[config.mk]
export PLATFORM = sky130hd
export DESIGN_NAME = bus_arbiter
export DESIGN_NICKNAME = d
export VERILOG_FILES = /design/src/hw/bus_pkg.sv /design/src/hw/bus_arbiter.sv
export SDC_FILE = /design/constraint.sdc
export NUM_CORES = 1
export LEC_CHECK = 0
export CORE_AREA = 2 2 200 202
export CTS_BUF_LIST = sky130_fd_sc_hd__clkbuf_4 sky130_fd_sc_hd__clkbuf_8
export DETAILED_ROUTE_END_ITERATION = 8
export DIE_AREA = 0 0 202 204
export DONT_BUFFER_PORTS = 1
export RECOVER_POWER = 25
export SLEW_MARGIN = 10
export SYNTH_ARGS = -nofsm -noshare
export SYNTH_HDL_FRONTEND = slang
export SYNTH_SLANG_ARGS = --single-unit
[constraint.sdc]
create_clock -name clock -period 1.6 [get_ports clock]
set_clock_uncertainty 0.05 [all_clocks]
set_input_delay 0.16 -clock clock [delete_from_list [all_inputs] [get_ports clock]]
set_output_delay 0.16 -clock clock [all_outputs]
set_load 0.02 [all_outputs]
[src/hw/bus_pkg.sv]
package bus_pkg;

  localparam int addr_width        = 32;
  localparam int data_width        = 64;
  localparam int strb_width        = data_width / 8;
  localparam int byte_offset_width = $clog2(strb_width);
  localparam int num_targets       = 3;

  typedef logic [addr_width-1:0] addr_t;
  typedef logic [data_width-1:0] data_t;
  typedef logic [strb_width-1:0] strb_t;  // Any bit set makes a write

  // Index of each target on the decoder outputs
  typedef enum logic [1:0] {
    target_tim,
    target_clint,
    target_uart
  } target_e;

  // Old word with the strobed bytes replaced
  function automatic data_t merge_bytes(data_t old_word, data_t new_word, strb_t strb);
    data_t merged;
    for (int b = 0; b < strb_width; b++) begin
      merged[8*b +: 8] = strb[b] ? new_word[8*b +: 8] : old_word[8*b +: 8];
    end
    return merged;
  endfunction

endpackage

[src/hw/bus_arbiter.sv]
module bus_arbiter
  import bus_pkg::*;
(
  input  logic  clock,
  input  logic  reset,
  input  logic  i_valid,
  input  logic  i_instr,
  input  addr_t i_addr,
  input  data_t i_wdata,
  input  strb_t i_wstrb,
  output data_t i_rdata,
  output logic  i_ready,
  input  logic  d_valid,
  input  logic  d_instr,
  input  addr_t d_addr,
  input  data_t d_wdata,
  input  strb_t d_wstrb,
  output data_t d_rdata,
  output logic  d_ready,
  output logic  mem_valid,
  output logic  mem_instr,
  output addr_t mem_addr,
  output data_t mem_wdata,
  output strb_t mem_wstrb,
  input  data_t mem_rdata,
  input  logic  mem_ready
);

  localparam logic [1:0] idle    = 2'd0;
  localparam logic [1:0] serve_i = 2'd1;
  localparam logic [1:0] serve_d = 2'd2;

  logic [1:0] state;
  logic [1:0] state_next;
  logic       grant_i;
  logic       grant_d;

  // ##################################################
  // Grant FSM

  always_comb begin
    state_next = state;
    case (state)
      idle: begin
        if (d_valid) begin  // Data port wins a tie
          state_next = serve_d;
        end else if (i_valid) begin
          state_next = serve_i;
        end
      end
      serve_i, serve_d: begin
        if (mem_ready) begin
          state_next = idle;
        end
      end
      default: state_next = idle;
    endcase
  end

  always_ff @(posedge clock) begin
    if (reset) begin
      state <= idle;
    end else begin
      state <= state_next;
    end
  end

  // ##################################################
  // Request and response steering

  assign grant_i = (state == serve_i);
  assign grant_d = (state == serve_d);

  assign mem_valid = grant_i ? i_valid : grant_d & d_valid;
  assign mem_instr = grant_i ? i_instr : d_instr;
  assign mem_addr  = grant_i ? i_addr  : d_addr;
  assign mem_wdata = grant_i ? i_wdata : d_wdata;
  assign mem_wstrb = grant_i ? i_wstrb : d_wstrb;

  assign i_rdata = mem_rdata;
  assign d_rdata = mem_rdata;
  assign i_ready = grant_i & mem_ready;
  assign d_ready = grant_d & mem_ready;

  // Target answers only while a port holds the grant
  assert property (@(posedge clock) disable iff (reset) mem_ready |-> state != idle);

  // Ready only reaches a port that still holds its request
  assert property (@(posedge clock) disable iff (reset) i_ready |-> i_valid);
  assert property (@(posedge clock) disable iff (reset) d_ready |-> d_valid);

endmodule

==> impl_metrics.yaml <==
outcome:
  status: "finished with violations"
  violations: "setup timing"
setup_path:
  reg2reg_from: "state[1]"
  cp_num_cells: 4
  worstSetupPathType: "reg -> out"
  start_kind: "flop"
  reg2reg_depth: 7
  crit_buf_inv: 2
  reg2reg_to: "state[0]"
  cp.required_ns: 1.39
  end_kind: "output port"
  crit_path_max_incr_delay_ns: 0.44
  crit_family: "multiplexers"
  r2r_slack_ns: 0.07
  critPathSlowestCell: "mux2_2"
  critical_path_arrival_ns: 1.50
  worst-path-max-fanout: 29
  crit_chain: "inv_2 -> ha_4 -> buf_16 -> mux2_2"
grt:
  grt_pass1_wl_um: 12200
  antenna_found_initial: 1
  grt_start_max_net_pins: 30
  grt_pass1_vias: 1624
  grt_overflow: 0
  grt_use_total: 0.0434
final_layout:
  fin_area_sq_um: 2710
  layout-drive-gt1-share: 0.890
  largest-register: "state"
  nNetsFinal: 430
  antenna_cells: 0
  largest_reg_flops: 2
  area_growth_pct: 10.7
  reg_top3: "state x2"
  fillCellCount: 4549
yosys:
  synth.yosys.seq_area_share: 0.0163
  synth-edff-count: 0
  ys_async_sr_fraction: 0
  synth_cells: 265
  synth_area_leader_cell: "mux2_2"
  ys_warn_count: 0
  synth_ff_type: "dfxtp_1"
  syn_area_per_cell_sq_um: 9.25
  ys_top_cells_by_area: "mux2_2, buf_4, mux2_4, buf_6, buf_2"
  syn-num-nets: 547
  synth_top_area_frac: 0.404
  synth_cell_types: 16
  synth_area_sq_um: 2450
  ys_ff_latch: 2
sta:
  timing_hold_violations_final: 0
  holdWs_ns: 0.0524
  finalCritPeriodShare: 1.07
  worstMarginPinSlew_ns: 0.242
  rsz0062_at_grt: "yes"
  fmax_ghz: 0.585
  period_minus_slack_ns: 1.71
  setup_violations: 105
  timing.final.ws_setup_ns: -0.109
  maxSlewHeadroom: 0.838
  finalMaxSlewViolations: 0
floorplanning:
  start_util: 0.0626
  die_h_um: 204
  placementRows: 73
  num_io_pins: 515
  core_area_sq_um: 39200
  die_w_um: 202
  dieArea_sq_um: 41200
min_path:
  whs_endpoint: "state[1]"
  worstHoldStart: "d_valid"
  min_delay_path_depth: 2
  hp-class: "in -> reg"
clock_tree:
  cts_buffers: 3
  clk_path_buf_depth: 2
  insertion_delay_ns: 0.21
  cts-root-buf: "clkbuf_8"
  htree_levels: 1
  clkTransAtPathRegs_ns: 0.03
  cts_tree: "done"
  cts_num_sinks: 2
route:
  num_vias: 1480
  drt_first_iter_violations: 56
  first_pass_iters: 4
  antenna_left: 0
  viasPerCell: 2.21
  drc_errors: 0
  post_drt_wl_per_cell_um: 15.5
  wirelength_um: 10400
place:
  io_buffers: 0
  gp_congestion: 0.803
  dp_hpwl_um: 8090
  place_area_sq_um: 2140
power_and_ir_drop:
  p_leak_nw: 0.899
  ir_drop_uv: 208
  p_per_area_nw_per_um2: 532
job:
  cap_violations: 0
-- cells in the mapped netlist (all sizes together), types with 2 or more instances --
library cell	count
a21oi	2
and2	2
buf	140
dfxtp	2
ha	3
inv	2
mux2	105
nand2	2
nand2b	3
-- cell families (layout without fill, tap and decap cells) --
family,count (synthesis),in the layout,synth area share
fa+ha+maj,3,3,0.0153
mux,105,105,0.508
compound gates,5,5,0.0123
buf+inv,142,23,0.430
flops,2,2,0.0163
simple gates,8,8,0.0179
-- layout make-up --
cell class	instances	area [sq um]	share of cell area
flip-flops and latches	2	42.5	0.0157
multi-input cells	121	1610	0.592
inverters	2	7.51	0.00277
repair buffers	18	360	0.133
clock buffers	3	41.3	0.0152
well taps	525	657	0.242
-- report_power, final --
part | switching, mW | total [mW] | internal (mW)
logic | 0.640 | 1.19 | 0.546
clock network | 0.0360 | 0.195 | 0.159
registers | 0.00494 | 0.0619 | 0.0570
total | 0.681 | 1.44 | 0.762
-- stage by stage --
| step | setup TNS, ns | cells | setup WS, ns | total power, mW | utilization |
|---|---|---|---|---|---|
| after floorplan | 0 | 265 | 0.103 | 1.34 | - |
| after global placement | 0 | 655 | 0.0467 | 0.957 | 0.0545 |
| after detailed placement | 0 | 655 | 0.0194 | 0.961 | 0.0545 |
| after CTS | -10.31 | 668 | -0.136 | 1.44 | 0.0679 |
| after global routing | -13.97 | 671 | -0.163 | 1.51 | 0.0693 |
| final | -7.77 | 671 | -0.109 | 1.44 | 0.0693 |
-- routing by layer --
| metal | track usage | share of wire |
|---|---|---|
| met4 | 0.0221 | 0.046 |
| met1 | 0.0405 | 0.30 |
| met2 | 0.0754 | 0.50 |
| met3 | 0.0252 | 0.16 |
| met5 | 0 | 0.0013 |
-- cell usage in the layout, fill, tap and decap left out --
master and instances:
mux2_4 79, mux2_2 26, buf_16 9, buf_4 5
nand2b_1 3, clkbuf_8 3, and2_1 2, a21oi_1 2
ha_1 2, buf_12 2, dfxtp_2 2, inv_2 1
inv_1 1, nand2_1 1, nand2_2 1, o21ai_1 1
nand3_1 1, a21o_1 1, a211oi_1 1, ha_4 1
clkbuf_16 1, dlygate4sd3_1 1
-- repair_timing --
action                                  4_1_cts  5_1_grt
endpoints found under the setup margin      105      107
pin swaps                                     1        1
setup buffers                                 2        2
gates resized for setup                      71        4
hold endpoints to repair                      2        0
hold buffers                                  1        0
cloned                                        7        1
-- worst max path at each step --
stage               startpoint            to  slack [ns]
detailed placement    state[1]  mem_addr[17]        0.02
floorplan             state[1]     mem_valid        0.10
finish                state[1]   mem_addr[7]       -0.11
global placement      state[1]  mem_addr[20]        0.05
CTS                   state[1]  mem_addr[17]       -0.14
global route          state[1]  mem_addr[20]       -0.16
Note: power is estimated with default switching activity, not from simulation.
