[src/hw/bus_pkg.sv]
package bus_pkg;

  localparam int addr_width        = 32;
  localparam int data_width        = 64;
  localparam int strb_width        = data_width / 8;
  localparam int byte_offset_width = $clog2(strb_width);
  localparam int num_targets       = 3;

  typedef logic [addr_width-1:0] addr_t;
  typedef logic [data_width-1:0] data_t;
  typedef logic [strb_width-1:0] strb_t;  // Any bit set makes a write

  // Index of each target on the decoder outputs
  typedef enum logic [1:0] {
    target_tim,
    target_clint,
    target_uart
  } target_e;

  // Old word with the strobed bytes replaced
  function automatic data_t merge_bytes(data_t old_word, data_t new_word, strb_t strb);
    data_t merged;
    for (int b = 0; b < strb_width; b++) begin
      merged[8*b +: 8] = strb[b] ? new_word[8*b +: 8] : old_word[8*b +: 8];
    end
    return merged;
  endfunction

endpackage

[src/hw/memory_map_pkg.sv]
package memory_map_pkg;

  import bus_pkg::*;

  // Target windows, top address is exclusive
  localparam addr_t clint_base_addr = 32'h0200_0000;
  localparam addr_t clint_top_addr  = 32'h0200_c000;
  localparam addr_t uart_base_addr  = 32'h1000_0000;
  localparam addr_t uart_top_addr   = 32'h1000_1000;
  localparam addr_t tim_base_addr   = 32'h8000_0000;
  localparam addr_t tim_top_addr    = 32'h8000_0800;  // 256 words of 8 bytes

  // clint registers, offsets from clint_base_addr
  localparam addr_t clint_msip_offset     = 32'h0000_0000;
  localparam addr_t clint_mtimecmp_offset = 32'h0000_4000;
  localparam addr_t clint_mtime_offset    = 32'h0000_bff8;

endpackage

[src/hw/bus_decoder.sv]
module bus_decoder
  import bus_pkg::*;
  import memory_map_pkg::*;
(
  input  logic                   clock,
  input  logic                   reset,
  input  logic                   port_valid,
  input  logic                   port_instr,
  input  addr_t                  port_addr,
  input  data_t                  port_wdata,
  input  strb_t                  port_wstrb,
  output data_t                  port_rdata,
  output logic                   port_ready,
  output logic [num_targets-1:0] tgt_valid,
  output addr_t                  tgt_addr,
  output data_t                  tgt_wdata,
  output strb_t                  tgt_wstrb,
  output logic                   tgt_instr,
  input  data_t                  tgt_rdata [num_targets],
  input  logic [num_targets-1:0] tgt_ready
);

  addr_t base_addr;

  // Address decode, first matching window wins
  always_comb begin
    tgt_valid = '0;
    base_addr = '0;
    if (port_valid) begin
      if (port_addr >= tim_base_addr && port_addr < tim_top_addr) begin
        tgt_valid[target_tim] = 1'b1;
        base_addr = tim_base_addr;
      end else if (port_addr >= clint_base_addr && port_addr < clint_top_addr) begin
        tgt_valid[target_clint] = 1'b1;
        base_addr = clint_base_addr;
      end else if (port_addr >= uart_base_addr && port_addr < uart_top_addr) begin
        tgt_valid[target_uart] = 1'b1;
        base_addr = uart_base_addr;
      end
    end
  end

  assign tgt_addr  = port_addr - base_addr;  // Offset inside the window
  assign tgt_wdata = port_wdata;
  assign tgt_wstrb = port_wstrb;
  assign tgt_instr = port_instr;

  // Response from whichever target answers
  always_comb begin
    port_rdata = '0;
    port_ready = 1'b0;
    if (tgt_ready[target_tim]) begin
      port_rdata = tgt_rdata[target_tim];
      port_ready = 1'b1;
    end else if (tgt_ready[target_clint]) begin
      port_rdata = tgt_rdata[target_clint];
      port_ready = 1'b1;
    end else if (tgt_ready[target_uart]) begin
      port_rdata = tgt_rdata[target_uart];
      port_ready = 1'b1;
    end
  end

  // Unmapped addresses are never answered, so the master must not issue one
  assert property (@(posedge clock) disable iff (reset) port_valid |-> |tgt_valid);

  // One request in flight per port, so at most one arbiter answers it
  assert property (@(posedge clock) disable iff (reset) $onehot0(tgt_ready));

endmodule

[config.mk]
export PLATFORM = sky130hd
export DESIGN_NAME = bus_decoder
export DESIGN_NICKNAME = d
export VERILOG_FILES = /design/src/hw/bus_pkg.sv /design/src/hw/memory_map_pkg.sv /design/src/hw/bus_decoder.sv
export SDC_FILE = /design/constraint.sdc
export NUM_CORES = 1
export LEC_CHECK = 0
export ABC_CLOCK_PERIOD_IN_PS = 3100
export BUFFER_PORTS_ARGS = -buffer_cell sky130_fd_sc_hd__buf_4
export CAP_MARGIN = 0
export CORE_AREA = 2 2 183 185
export DETAILED_ROUTE_END_ITERATION = 16
export DIE_AREA = 0 0 185 187
export GPL_ROUTABILITY_DRIVEN = 0
export PLACE_DENSITY_LB_ADDON = 0.05
export SKIP_LAST_GASP = 1
export SYNTH_ARGS = -nofsm -noshare
export SYNTH_HDL_FRONTEND = slang
export SYNTH_SLANG_ARGS = --single-unit
export TNS_END_PERCENT = 5
[constraint.sdc]
create_clock -name vclk -period 3.1
set_clock_uncertainty 0.1 [all_clocks]
set_input_delay 0.465 -clock vclk [all_inputs]
set_output_delay 0.465 -clock vclk [all_outputs]
set_load 0.005 [all_outputs]
==> summary.txt <==
Timing
  • Relative slew margins: 0.5887
  • Worst-case setup margin in the final layout: -0.03421 ns
  • Post-layout min period: 3.134 ns
  • Setup violations, final: 1
  • RSZ-0062 raised after global routing: true
  • Final hold violations: 0
  • Transition time at the pin with the least slew margin: 0.6170 ns
  • Period Utilization, post-route: 1.011
  • Slew Limit Fails: 0
  • Worst hold margin: 0.8300 ns
  • Top achievable clock speed: 319.1 MHz

Global routing
  • Maximum number of pins on one net before global-route repair: 54
  • Antenna violations before repair: 0
  • Total Routing Usage GR: 0.07628
  • Grt total ovfl: 0
  • Vias in the first global route: 3499
  • Wire length of the first global-routing pass: 20.70 mm

Synthesis
  • Yosys warns: 0
  • Count of different cell masters after synthesis: 27
  • Net count of the mapped netlist: 661
  • Mean area per synthesized cell: 6.182 sq um
  • Post-synth design cell area: 2195 sq um
  • Fraction of the yosys area taken by sequential cells: 0
  • Post-Syn Instances: 355

Finish
  • Number of standard cells in the layout, taps in and fillers out: 1008
  • Filler cell count in the final layout: 3880
  • Flip-flop and latch count: 0
  • Area growth syn-to-layout: 104.9%
  • Multi-input gate area: 1391 sq um
  • Share of the core filled with cells in the final layout: 0.1368
  • Antenna diode count: 0
  • Final instance area: 4497 sq um
  • Ratio of cells with drive above 1 in the final layout: 0.6161
  • Count of clock buffers in the final design: 0
  • Final net count: 868
  • Area taken by flip-flops and latches: 0 sq um

Floorplan
  • Die width: 185 um
  • IO Pins: 476
  • Die Footprint: 34600 sq um
  • Core Area: 32860 sq um
  • Number of placement rows: 67
  • Vertical die dimension: 187 um
  • Starting density of the core: 0.06678

Power and ir drop
  • Switching power summed over all nets: 0.0002247 W
  • Proportion of power drawn by flip-flops and latches: 0
  • Logic pwr share: 1.000
  • Switching share of power: 0.3868
  • Design internal power: 0.0003561 W
  • Power after layout: 0.0005808 W
  • Fraction of power consumed by the clock network: 0
  • Areal power density over the cells: 129.2 nW/um^2
  • LEAKAGE: 2.112 nW
  • Maximum vdd drop: 0.07910 mV

Min path
  • Kind of path behind the tightest hold check: input port to output pin

Drt
  • 1st-iter DRT viols: 94
  • Vias per Instance: 3.264
  • DRC: 0
  • Overall routed net length: 14.44 mm
  • Drt wl/cell: 14.33 um
  • Number of nets still failing antenna checks after routing: 0
  • Number of vias after detailed routing: 3290
  • Number of search-and-repair iterations in the first detailed-routing pass: 4

Placed design
  • Final HPWL DP: 12.15 mm
  • Number of input and output port buffers inserted: 306
  • Placed Instances: 1005
  • Post-detailed-placement cell area: 4409 sq um

Critical path
  • Worst setup EP type: output pin
  • Critical path arrival: 2.57 ns
  • Delay-heaviest family, CP: simple AND/OR/NAND/NOR gates
  • CP max-delay cell: sky130_fd_sc_hd__a2111oi_4
  • Crit Path Max Fanout: 3
  • Critical path required time: 2.53 ns
  • Worst Setup Start Kind: input port
  • Largest stage delay on the critical path: 0.30 ns
  • Class of the most critical setup path: input port to output pin
  • Critical path buffers and inverters: 2
  • Critical Path, Cell by Cell: buf_6 -> nor4_4 -> nand4_2 -> nor2_2 -> and4b_2 -> ha_4 -> ha_4 -> nand2b_4 -> a2111oi_4 -> xnor2_1 -> xnor2_1 -> buf_4

Status
  • Run status: finished, violations left
  • Violations in the final reports: setup timing

Job
  • Total of max-cap violations: 0
[placed cells by master, fill, tap and decap left out, types with 3 or more instances in the layout]
master,synthesis,routed
sky130_fd_sc_hd__inv_1,4,4
sky130_fd_sc_hd__buf_4,98,326
sky130_fd_sc_hd__buf_12,0,3
sky130_fd_sc_hd__xor2_1,4,4
sky130_fd_sc_hd__o21ai_1,64,64
sky130_fd_sc_hd__nor4_4,2,3
sky130_fd_sc_hd__nor2_1,4,3
sky130_fd_sc_hd__nand2_1,68,68
sky130_fd_sc_hd__a22oi_1,63,63
[cell families (layout without fill, tap and decap cells)]
| family | count (synthesis) | in the layout | synth area share |
|---|---|---|---|
| AOI/OAI and AO/OA | 131 | 131 | 0.3763 |
| and+or+nand+nor | 85 | 85 | 0.1870 |
| buffers and inverters | 130 | 335 | 0.3957 |
| adders and majority gates | 3 | 3 | 0.01711 |
| xor gates and xnor gates | 6 | 6 | 0.02395 |
[metrics by stage]
step                      worst slack [ns]  setup TNS, ns
final                             -0.03421       -0.03421
after global routing               -0.1951        -0.4041
after CTS                          -0.1675        -0.3142
after detailed placement           -0.3444        -0.5002
after global placement             -0.3443        -0.4263
after floorplan                     0.1336              0
[layer usage]
| metal | vias up | global-route usage | share of wire |
|---|---|---|---|
| li1 | 1564 | - | - |
| met2 | 209 | 0.1524 | 0.54 |
| met5 | - | 0 | 0 |
| met1 | 1493 | 0.07563 | 0.34 |
| met3 | 24 | 0.02453 | 0.11 |
| met4 | 0 | 0.01404 | 0.019 |
[cells in the mapped netlist (all sizes together), types with 2 or more instances]
cell    instances  area share
a21oi           2      0.0046
a22oi          63        0.22
buf           110        0.36
clkbuf         16       0.027
ha              3       0.017
inv             4      0.0068
nand2          68        0.12
nor2            5      0.0097
nor4            3       0.025
o21ai          64        0.15
xnor2           2      0.0080
xor2            4       0.016
[area by class of cell]
| cell class | count | area share |
|---|---|---|
| well taps | 448 | 0.1247 |
| repair buffers | 331 | 0.5626 |
| multi-input cells | 225 | 0.3094 |
| inverters | 4 | 0.003339 |
[path summary, 6_finish.rpt]
| kind | slack, ns | startpoint | cells after the start | to |
|---|---|---|---|---|
| hold / removal | 0.83 | port_wdata[14] | 0 | tgt_wdata[14] |
| setup / recovery | -0.03 | port_addr[18] | 12 | tgt_addr[31] |
[power by group through the flow]
stage | Sequential [W] | Clock, W | Combinational [W]
after floorplan | 0 | 0 | 0.000267
after global placement | 0 | 0 | 0.000593
after detailed placement | 0 | 0 | 0.000590
after CTS | 0 | 0 | 0.000596
after global routing | 0 | 0 | 0.000639
final | 0 | 0 | 0.000581
[repair_timing]
item                       CTS  global route
pin swaps                    9             6
buffers inserted             2             1
hold buffers                 0             0
setup endpoints to repair    3             3
resized for setup            9             2
No activity file was read; power rests on OpenSTA's default activity.
