### src/hw/bus_pkg.sv
package bus_pkg;

  localparam int addr_width        = 32;
  localparam int data_width        = 64;
  localparam int strb_width        = data_width / 8;
  localparam int byte_offset_width = $clog2(strb_width);
  localparam int num_targets       = 3;

  typedef logic [addr_width-1:0] addr_t;
  typedef logic [data_width-1:0] data_t;
  typedef logic [strb_width-1:0] strb_t;  // Any bit set makes a write

  // Index of each target on the decoder outputs
  typedef enum logic [1:0] {
    target_tim,
    target_clint,
    target_uart
  } target_e;

  // Old word with the strobed bytes replaced
  function automatic data_t merge_bytes(data_t old_word, data_t new_word, strb_t strb);
    data_t merged;
    for (int b = 0; b < strb_width; b++) begin
      merged[8*b +: 8] = strb[b] ? new_word[8*b +: 8] : old_word[8*b +: 8];
    end
    return merged;
  endfunction

endpackage

### src/hw/memory_map_pkg.sv
package memory_map_pkg;

  import bus_pkg::*;

  // Target windows, top address is exclusive
  localparam addr_t clint_base_addr = 32'h0200_0000;
  localparam addr_t clint_top_addr  = 32'h0200_c000;
  localparam addr_t uart_base_addr  = 32'h1000_0000;
  localparam addr_t uart_top_addr   = 32'h1000_1000;
  localparam addr_t tim_base_addr   = 32'h8000_0000;
  localparam addr_t tim_top_addr    = 32'h8000_0800;  // 256 words of 8 bytes

  // clint registers, offsets from clint_base_addr
  localparam addr_t clint_msip_offset     = 32'h0000_0000;
  localparam addr_t clint_mtimecmp_offset = 32'h0000_4000;
  localparam addr_t clint_mtime_offset    = 32'h0000_bff8;

endpackage

### src/hw/clint_timer.sv
module clint_timer
  import bus_pkg::*;
  import memory_map_pkg::*;
#(
  parameter int tick_div = 4
)
(
  input  logic  clock,
  input  logic  reset,
  input  logic  clint_valid,
  input  addr_t clint_addr,
  input  data_t clint_wdata,
  input  strb_t clint_wstrb,
  output data_t clint_rdata,
  output logic  clint_ready,
  output logic  msip,
  output logic  mtip,
  output data_t mtime
);

  localparam int prescale_width = (tick_div > 1) ? $clog2(tick_div) : 1;

  logic [prescale_width-1:0] prescale;
  logic                      tick;
  logic                      access;
  data_t                     mtimecmp;

  assign tick   = (prescale == prescale_width'(tick_div - 1));
  assign access = clint_valid && !clint_ready;  // Idle between pulses
  assign mtip   = (mtime >= mtimecmp);

  // mtime advances once per tick_div cycles
  always_ff @(posedge clock) begin
    if (reset) begin
      prescale <= '0;
      mtime    <= '0;
    end else if (tick) begin
      prescale <= '0;
      mtime    <= mtime + 1'b1;
    end else begin
      prescale <= prescale + 1'b1;
    end
  end

  always_ff @(posedge clock) begin
    if (reset) begin
      clint_ready <= 1'b0;
      msip        <= 1'b0;
      mtimecmp    <= '1;  // No timer interrupt until software sets it
    end else begin
      clint_ready <= access;
      if (access && clint_addr == clint_msip_offset && clint_wstrb[0]) begin
        msip <= clint_wdata[0];
      end
      if (access && clint_addr == clint_mtimecmp_offset) begin
        mtimecmp <= merge_bytes(mtimecmp, clint_wdata, clint_wstrb);
      end
    end
  end

  // Read data by offset
  always_ff @(posedge clock) begin
    if (access) begin
      case (clint_addr)
        clint_msip_offset:     clint_rdata <= data_t'(msip);
        clint_mtimecmp_offset: clint_rdata <= mtimecmp;
        clint_mtime_offset:    clint_rdata <= mtime;
        default:               clint_rdata <= '0;
      endcase
    end
  end

endmodule

### config.mk
export PLATFORM = sky130hd
export DESIGN_NAME = clint_timer
export DESIGN_NICKNAME = d
export VERILOG_FILES = /design/src/hw/bus_pkg.sv /design/src/hw/memory_map_pkg.sv /design/src/hw/clint_timer.sv
export SDC_FILE = /design/constraint.sdc
export NUM_CORES = 1
export LEC_CHECK = 0
export BUFFER_PORTS_ARGS = -buffer_cell sky130_fd_sc_hd__buf_4
export CAP_MARGIN = 10
export CORE_MARGIN = 2
export CORE_UTILIZATION = 55
export CTS_CLUSTER_DIAMETER = 30
export DETAILED_ROUTE_END_ITERATION = 6
export PLACE_DENSITY = 0.87
export SYNTH_ARGS = -nofsm -noshare
export SYNTH_HDL_FRONTEND = slang
export SYNTH_SLANG_ARGS = --single-unit
### constraint.sdc
create_clock -name clock -period 6.78 [get_ports clock]
set_input_delay 0 -clock clock [delete_from_list [all_inputs] [get_ports clock]]
set_output_delay 0 -clock clock [all_outputs]
set_load 0.1 [all_outputs]
==> results.cfg, run 1 <==
[power_and_ir_drop]
cellLeakagePower_nw = 5.94
vdd_drop_max_v = 0.000197
p_per_area_nw_per_um2 = 193

[drt]
routed_wire_length_per_instance_um = 17.1
drc = 0
totalWireLength_mm = 25.9
postRouteAntennaNets = 0
drt_iter0_drc = 569
via_cell_ratio = 5.70
first_pass_iters = 6
number_of_vias_after_detailed_routing = 8591

[sta]
min_period_ns = 3.37
maxClockFrequency_mhz = 297
final_hold_viol_count = 0
fin_tns_setup_ns = 0
max_slew_vio_count = 0
rsz0062_at_grt = false
final_min_period_over_clock_period = 0.497
setup_viol_count_final = 0
max_slew.worst_pin.slew_ns = 1.07
slew_headroom = 0.283
skew_ns = 0.0112
setup_ws_ns = 3.41

[floorplan]
die_width_um = 135
fp.dieH_um = 135
core-area_sq_um = 16700
io-pin-count = 238
design.die.area_sq_um = 18300
std_cell_rows = 47
starting_density = 0.567

[synth]
ys_dominant_reg_cell = sky130_fd_sc_hd__dfxtp_1
yosys_register_bits = 196
synthesis.yosys.warnings = 0
synth_top_area_cell = sky130_fd_sc_hd__dfxtp_1
syn-instance-count = 995
synth_common_cells = sky130_fd_sc_hd__nor2_1 (134), sky130_fd_sc_hd__dfxtp_1 (132), sky130_fd_sc_hd__a21oi_1 (87)
synth.net_count = 1168
synth_enable_flop_cells = 64
share_of_the_synthesized_area_in_the_top_cell_type = 0.279
synth.yosys.seq_area_share = 0.482
syn-mean-instance-area_sq_um = 9.51
cell_with_the_most_instances_after_synthesis = sky130_fd_sc_hd__nor2_1
synth_top_cells_by_area = sky130_fd_sc_hd__dfxtp_1 (28%), sky130_fd_sc_hd__edfxtp_1 (20%), sky130_fd_sc_hd__ha_1 (8.7%)
synth-async-reset-ratio = 0
yosys_cell_types = 46
syn_area_sq_um = 9460

[clock_network]
max-clock-path-buffers = 2
clock-root-buffer = sky130_fd_sc_hd__clkbuf_16
cts-buffers-inserted = 17
cts_max_level = 4
clock_insertion_delay_worst_skew_ns = 0.43
post_cts_resize_count = 0
cts.sink_count = 196
ctsHoldBuffers = 66
cts_tree = yes
post-cts-setup-buffer-count = 0
worst_setup_hold_path_clk_slew_ns = 0.07

[setup_path]
start_kind = flip-flop
slowest_delay_ns = 0.65
cp_data_arrival_time_ns = 3.37
critical_path_required_ns = 6.78
crit_fanout = 6
timing.critical_path.slowest_stage_cell = sky130_fd_sc_hd__a2111oi_0
setup.worst_path.class = reg -> out
worstPathCellList = inv_1 -> ha_1 -> nand2b_1 -> a2111oi_0 -> o41ai_1 -> or4_1 -> a31oi_1 -> o21ai_1 -> buf_4
end_kind = output pin

[layout]
final_design_area_no_fill_sq_um = 12600
drive_gt1_frac = 0.218
num-nets-final = 1447
fin_cells = 1508
area_overhead_vs_synth_pct = 32.9

[job]
max_cap_violations = 0

[min_path]
hp-class = in -> reg

[placed_design]
detailed_place.area_sq_um = 11400
numPortBuffers = 237
finalWeightedCongestion = 0.808
dp.cells = 1409
pre_cts_ws_ns = 3.91
dp_hpwl_mm = 17.0

[global_routing]
grt_remaining_overflow = 0
antenna_violations_before_repair = 1
first_global_vias = 8474
gr-usage-all-layers = 0.282
grt_max_degree = 99
grt_first_pass_wirelength_mm = 41.1

[status]
status = finished, final reports clean
-- registers in the layout, summed over array words and instances (netlist names) --
name	count
clint_rdata	64
clint_ready	1
msip	1
mtime	64
mtimecmp	64
prescale	2
-- per-stage QoR --
| stage | total power, mW | utilization | hold WS (ns) |
|---|---|---|---|
| 2_1_floorplan | 1.42 | - | 0.118 |
| 3_3_place_gp | 1.50 | 0.682 | 0.204 |
| 3_5_place_dp | 1.50 | 0.682 | 0.205 |
| 4_1_cts | 2.43 | 0.753 | 0.0343 |
| 5_1_grt | 2.49 | 0.753 | 0.0572 |
| 6_report | 2.43 | 0.753 | 0.0304 |
-- final cells by class --
type	instances	area (sq um)
Multi-Input combinational cell	681	4460
Timing Repair Buffer	310	2500
Clock buffer	24	473
Antenna cell	1	2.50
Clock inverter	8	53.8
Inverter	68	255
Tap cell	220	275
Fill cell	1150	4120
Sequential cell	196	4560
-- worst max-delay path, delay by kind of cell (launching register included) --
family | cells | cell delay (ns)
AOI/OAI and AO/OA | 4 | 1.23
adders and majority gates | 1 | 0.28
buffers and inverters | 2 | 0.35
DFF | 1 | 0.45
and+or+nand+nor | 2 | 0.62
-- cell usage in the layout (no fill, tap or decap), types with 2 or more instances in the layout --
cell / Yosys / layout
sky130_fd_sc_hd__nor2b_1: 3 / 2
sky130_fd_sc_hd__inv_1: 68 / 68
sky130_fd_sc_hd__xnor2_1: 6 / 6
sky130_fd_sc_hd__dfxtp_1: 132 / 132
sky130_fd_sc_hd__edfxtp_1: 64 / 64
sky130_fd_sc_hd__clkbuf_1: 44 / 6
sky130_fd_sc_hd__a21oi_1: 87 / 87
sky130_fd_sc_hd__a211o_1: 8 / 8
sky130_fd_sc_hd__or3_1: 10 / 10
sky130_fd_sc_hd__clkbuf_16: 0 / 18
sky130_fd_sc_hd__and4_1: 9 / 9
sky130_fd_sc_hd__inv_6: 0 / 2
sky130_fd_sc_hd__dlygate4sd3_1: 0 / 66
sky130_fd_sc_hd__nand3_1: 40 / 40
sky130_fd_sc_hd__a21o_1: 5 / 5
sky130_fd_sc_hd__nand4_1: 41 / 41
sky130_fd_sc_hd__and3_1: 14 / 14
sky130_fd_sc_hd__buf_4: 2 / 243
sky130_fd_sc_hd__nor3_1: 64 / 63
sky130_fd_sc_hd__nand2_1: 29 / 29
sky130_fd_sc_hd__a211oi_1: 5 / 5
sky130_fd_sc_hd__o21ai_0: 15 / 15
sky130_fd_sc_hd__a22o_1: 63 / 63
sky130_fd_sc_hd__ha_1: 66 / 66
sky130_fd_sc_hd__mux2i_1: 2 / 2
sky130_fd_sc_hd__clkinv_2: 0 / 4
sky130_fd_sc_hd__nor4_1: 8 / 8
sky130_fd_sc_hd__nand3_2: 2 / 2
sky130_fd_sc_hd__or4_1: 3 / 3
sky130_fd_sc_hd__xor2_1: 49 / 49
sky130_fd_sc_hd__nor2_1: 134 / 134
-- path summary, 6_finish.rpt --
kind                     from     endpoint  slack [ns]  depth (start not counted)
setup / recovery     mtime[0]         mtip        3.41                          9
hold / removal          reset     mtime[4]        0.03                          2
setup reg to reg  prescale[0]    mtime[60]        3.89                          7
hold reg to reg   prescale[0]  prescale[0]        0.44                          1
-- where the power goes --
group / switching, mW / total (mW) / internal [mW]
combinational: 0.183 / 0.272 / 0.0895
clock: 0.428 / 0.920 / 0.492
sequential: 0.00737 / 1.24 / 1.23
total: 0.618 / 2.43 / 1.81
-- kinds of logic after synthesis --
family | share of synthesized area
compound gates | 0.135
xor+xnor | 0.0509
fa+ha+maj | 0.0873
buf+inv | 0.0481
flops | 0.482
mux | 0.00212
simple gates | 0.194
-- metal layers --
metal | wire, um | up-vias | GRT usage
li1 | - | 4148 | -
met1 | 10500 | 4026 | 0.341
met2 | 12800 | 372 | 0.488
met3 | 1950 | 45 | 0.0640
met4 | 597 | 0 | 0.112
met5 | 0 | - | 0
Note: power is estimated with default switching activity, not from simulation.
==> inputs of run 2 (changes only) <==
Settings changed: CORE_UTILIZATION 55 to 54, PLACE_DENSITY 0.87 to 0.86.
Clock period 6.78 ns to 3.2 ns, I/O delays scaled along.
==> run 2 against run 1 <==
Compared with the run above:
- die area rose by 1.8%
- final cell count up 1.1%
- total power up 120%
- global-route usage is 0.34 points higher
- first-iteration DRC count is 1.8% lower
- wire length increased by 1.9%
- design area up 1.6%
- critical endpoint unchanged
- largest cell class unchanged
==> results.cfg, run 2 (synthesis results as in run 1) <==
[setup_path]
crit_fanout = 3
setup.worst_path.class = reg -> out
crit_buf_inv = 2
start_kind = flip-flop
crit_family = simple AND/OR/NAND/NOR gates
cp_data_arrival_time_ns = 3.13
critical_path_required_ns = 3.20
timing.critical_path.slowest_stage_cell = sky130_fd_sc_hd__or4_4
slowest_delay_ns = 0.57
worstPathCellList = inv_1 -> ha_1 -> nand4_1 -> or4_4 -> or3_4 -> or4_1 -> o21ai_2 -> buf_12
end_kind = output pin

[layout]
registers_with_the_most_flip_flops = clint_rdata (64), mtime (64), mtimecmp (64)
num-nets-final = 1459
layout_common_cells = sky130_fd_sc_hd__buf_4 (253), sky130_fd_sc_hd__nor2_1 (134), sky130_fd_sc_hd__dfxtp_1 (124)
final_design_area_no_fill_sq_um = 12800
final_common_cell = sky130_fd_sc_hd__buf_4
drive_gt1_frac = 0.240
area_overhead_vs_synth_pct = 35.0

[global_routing]
grt_first_pass_wirelength_mm = 41.6
grt_remaining_overflow = 0
antenna_violations_before_repair = 1
grt_max_degree = 107
gr-usage-all-layers = 0.285
first_global_vias = 8584

[clock_network]
clock-root-buffer = sky130_fd_sc_hd__clkbuf_16
max-clock-path-buffers = 2
cts_tree = yes
worst_setup_hold_path_clk_slew_ns = 0.07
cts.sink_count = 196
cts_max_level = 4
cts-buffers-inserted = 17
clock_insertion_delay_worst_skew_ns = 0.44

[floorplan]
std_cell_rows = 48
io-pin-count = 238
design.die.area_sq_um = 18600
fp.dieH_um = 136
die_width_um = 136
core-area_sq_um = 17200
starting_density = 0.549

[sta]
rsz0062_at_grt = false
skew_ns = 0.00878
final_hold_viol_count = 0
final_min_period_over_clock_period = 0.979
min_period_ns = 3.13
max_slew_vio_count = 0
maxClockFrequency_mhz = 319
setup_viol_count_final = 0
max_slew.worst_pin.slew_ns = 0.805
fin_tns_setup_ns = 0
slew_headroom = 0.463

[power_and_ir_drop]
fin_total_pwr_mw = 5.28
p_per_area_nw_per_um2 = 413
cellLeakagePower_nw = 6.02
vdd_drop_max_v = 0.000380

[placed_design]
dp_hpwl_mm = 17.7
detailed_place.area_sq_um = 11500
numPortBuffers = 237
finalWeightedCongestion = 0.851

[drt]
number_of_vias_after_detailed_routing = 8647
drt-met1-wl_mm = 10.7
via_cell_ratio = 5.67
route.top_layer_used = met4
drt_iter0_drc = 559
totalWireLength_mm = 26.3
dr_wl_met3_mm = 1.97
postRouteAntennaNets = 0
routed-wl-met2_mm = 12.9
routed_wire_length_per_instance_um = 17.3
first_pass_iters = 5
drc = 0

[min_path]
hp-class = in -> reg

[job]
max_cap_violations = 0

[status]
status = finished, final reports clean
[run 2: cell types whose count changed in the layout (fill, tap and decap cells not counted), sizes merged]
| cell | delta |
|---|---|
| clkbuf | -6 |
| clkinvlp | +5 |
| clkinv | -2 |
| bufinv | +1 |
| inv | +2 |
| buf | +12 |
[run 2: worst register-to-register path, delay by kind of cell, from the launching register on]
family          cells  cell delay [ns]
simple gates        5             1.31
flops               1             0.34
compound gates      1             0.14
buf+inv             1             0.29
fa+ha+maj           1             0.33
[run 2: through the flow]
stage                     instances  hold slack (ns)  setup slack, ns   util
after global placement         1425            0.204            0.465  0.667
after floorplan                 995            0.118           -0.417      -
after detailed placement       1425            0.208            0.403  0.667
after CTS                      1523           0.0381          0.00646  0.739
after global routing           1525           0.0833          0.00319  0.741
final                          1525           0.0528           0.0674  0.741
[run 2: layout make-up]
cell class                 instances  area (sq um)
clock buffer                      18           439
multi-input combinational        681          4490
sequential                       196          4570
antenna                            1          2.50
tap                              225           282
clock inverter                    14           128
fill                            1138          4460
inverter                          68           255
timing repair buffer             322          2610
[run 2: path summary, 6_finish.rpt]
| check | from | endpoint | slack (ns) | cells past startpoint |
|---|---|---|---|---|
| setup / recovery | mtimecmp[63] | mtip | 0.07 | 8 |
| hold reg to reg | prescale[0] | prescale[0] | 0.43 | 1 |
| hold / removal | clint_wstrb[6] | mtimecmp[51] | 0.05 | 4 |
| setup reg to reg | prescale[0] | mtime[60] | 0.72 | 8 |
[run 2: what timing repair did]
| action | CTS | global route |
|---|---|---|
| setup buffers | 0 | 1 |
| gates resized for setup | 4 | 12 |
| pin swaps | 1 | 4 |
| endpoints found under the setup margin | 1 | 1 |
| cloned | 0 | 0 |
| hold buffers | 66 | 0 |
| endpoints found under the hold margin | 65 | 0 |
[run 2: layer usage]
layer,track usage,vias up
li1,-,4175
met1,0.354,4043
met2,0.479,368
met3,0.0645,61
met4,0.120,0
met5,0,-
[run 2: report_power, final]
group	total, mW	switching [mW]	leakage (nW)	internal (mW)
Sequential	2.62	0.0139	1.71	2.60
Clock	2.08	0.977	0.263	1.10
Combinational	0.585	0.390	4.04	0.195
Total	5.28	1.38	6.02	3.90
==> inputs of run 3 (changes only) <==
Settings changed: CORE_UTILIZATION 54 to 26, PLACE_DENSITY 0.86 to 0.5.
==> run 3 against run 2 <==
Compared with the run above:
- setup slack better by 0.039 ns
- design area up 3.6%
- wire length up 14%
- core utilization down 37 points
- via count down 2.3%
- hold slack worse by 0.029 ns
- first-iteration DRC count down 18%
- combinational power up 2%
==> results.cfg, run 3 (synthesis results as in run 1) <==
[floorplan]
starting_density = 0.265
fp.dieH_um = 195
core-area_sq_um = 35700
io-pin-count = 238
die_width_um = 195
design.die.area_sq_um = 37900
std_cell_rows = 69

[sta]
skew_ns = 0.0106
final_min_period_over_clock_period = 0.967
min_period_ns = 3.09
max_slew.worst_pin.slew_ns = 0.809
maxClockFrequency_mhz = 323
setup_ws_ns = 0.106
hold-worst-slack_ns = 0.0242
max_slew_vio_count = 0
slew_headroom = 0.461
setup_viol_count_final = 0
final_hold_viol_count = 0

[clock_network]
worst_setup_hold_path_clk_slew_ns = 0.08
clock_insertion_delay_worst_skew_ns = 0.45
cts_tree = yes
max-clock-path-buffers = 2
cts-buffers-inserted = 17
clock-root-buffer = sky130_fd_sc_hd__clkbuf_16
cts.sink_count = 196
cts_max_level = 4

[setup_path]
r2r_end = mtime[60]
setup.worst_path.class = reg -> out
timing.critical_path.slowest_stage_cell = sky130_fd_sc_hd__or4_4
cp-startpoint = mtimecmp[60]
worstPathCellList = inv_1 -> ha_1 -> nand4_1 -> or4_4 -> or3_4 -> or4_4 -> o21ai_4 -> buf_12
critical_path.endpoint = mtip
start_kind = flip-flop
r2r_setup_slack_ns = 0.72
cp_data_arrival_time_ns = 3.09
worst_r2r_startpoint = prescale[0]
critical_path_required_ns = 3.20
crit_fanout = 3
end_kind = output pin
worst_path_most_repeated_cell = sky130_fd_sc_hd__or4_4
rr_worst_depth = 8
slowest_delay_ns = 0.57

[drt]
number_of_vias_after_detailed_routing = 8445
drc = 0
drt-met1-wl_mm = 14.0
postRouteAntennaNets = 0
routed_wire_length_per_instance_um = 16.9
drt_iter0_drc = 457
dr_wl_met3_mm = 1.86
first_pass_iters = 5
totalWireLength_mm = 30.1
routed-wl-met2_mm = 14.0
via_cell_ratio = 4.75
route.top_layer_used = met4

[power_and_ir_drop]
pwr-share-seq = 0.494
power.share.clock = 0.393
intPower_mw = 3.84
vdd_drop_max_v = 0.000385
cellLeakagePower_nw = 6.09
power_frac_comb = 0.112
p_sw_frac = 0.274
switching_power_total_mw = 1.45
p_per_area_nw_per_um2 = 400

[layout]
layout.filler_cells = 3650
num-nets-final = 1476
final_common_cell = sky130_fd_sc_hd__buf_4
registers_with_the_most_flip_flops = clint_rdata (64), mtime (64), mtimecmp (64)
layout_common_cells = sky130_fd_sc_hd__buf_4 (264), sky130_fd_sc_hd__nor2_1 (134), sky130_fd_sc_hd__dfxtp_1 (119)
antenna-diode-count = 0
area_overhead_vs_synth_pct = 39.9
drive_gt1_frac = 0.252

[placed_design]
numPortBuffers = 237
finalWeightedCongestion = 0.806
dp_hpwl_mm = 21.4
pre_cts_ws_ns = 0.344

[global_routing]
grt_max_degree = 97
grt_remaining_overflow = 0
grt_first_pass_wirelength_mm = 47.4
gr-usage-all-layers = 0.161
antenna_violations_before_repair = 0
first_global_vias = 8490

[status]
status = finished, final reports clean

[job]
max_cap_violations = 0

[min_path]
hp-class = in -> reg
run 3: cell types whose count changed in the layout (fill, tap and decap cells not counted), sizes merged:
| cell | previous run | this run |
|---|---|---|
| clkinvlp | 6 | 4 |
| clkbuf | 18 | 19 |
| diode | 1 | 0 |
| bufinv | 1 | 0 |
| clkinv | 3 | 4 |
| inv | 72 | 73 |
| dlygate4sd3 | 66 | 70 |
| buf | 256 | 269 |
run 3: per-layer routing:
metal  up-vias  GRT usage
li1       4204          -
met1      4002      0.213
met2       220      0.260
met3        19     0.0442
met4         0     0.0359
met5         -          0
run 3: metrics by stage:
step                total power, mW  instance area, sq um  setup TNS (ns)   util  cells
global route                   5.49                 13200         -0.0154  0.371   1777
global placement               3.21                 11900               0  0.333   1673
finish                         5.30                 13200               0  0.371   1777
floorplan                      3.00                  9470          -0.417      -    995
CTS                            5.37                 13200               0  0.369   1776
detailed placement             3.21                 11900               0  0.333   1673
run 3: cell type report:
cell class / instances / area [sq um] / area share
Clock buffer: 19 / 453 / 0.0342
Inverter: 68 / 255 / 0.0193
Tap cell: 461 / 577 / 0.0436
Sequential cell: 196 / 4580 / 0.346
Multi-Input combinational cell: 681 / 4510 / 0.340
Clock inverter: 13 / 97.6 / 0.00737
Timing Repair Buffer: 339 / 2770 / 0.209
run 3: worst min-delay path by stage:
stage | startpoint | end | cells after the start
global placement | clint_wdata[5] | mtimecmp[5] | 2
finish | clint_wstrb[4] | mtimecmp[35] | 4
CTS | clint_wstrb[4] | mtimecmp[35] | 4
floorplan | clint_wdata[1] | mtimecmp[1] | 1
detailed placement | clint_wdata[1] | mtimecmp[1] | 2
global route | clint_wstrb[4] | mtimecmp[35] | 4
run 3: power by group through the flow:
stage	clock, mW	combinational [mW]	sequential (mW)
after floorplan	0	0.0647	2.94
after global placement	0	0.534	2.67
after detailed placement	0	0.533	2.67
after CTS	2.15	0.600	2.62
after global routing	2.25	0.621	2.62
final	2.08	0.595	2.62
run 3: critical path: cells and delay by family (launching register included):
kind | cells | cell delay (ns)
fa+ha+maj | 1 | 0.27
flops | 1 | 0.36
simple gates | 4 | 1.59
compound gates | 1 | 0.17
buf+inv | 2 | 0.24
run 3: timing repair:
action / 4_1_cts / 5_1_grt
gates resized for setup: 12 / 11
pin swaps: 5 / 4
hold endpoints to repair: 66 / 0
hold buffers: 70 / 0
buffers inserted: 1 / 1
setup endpoints to repair: 1 / 1
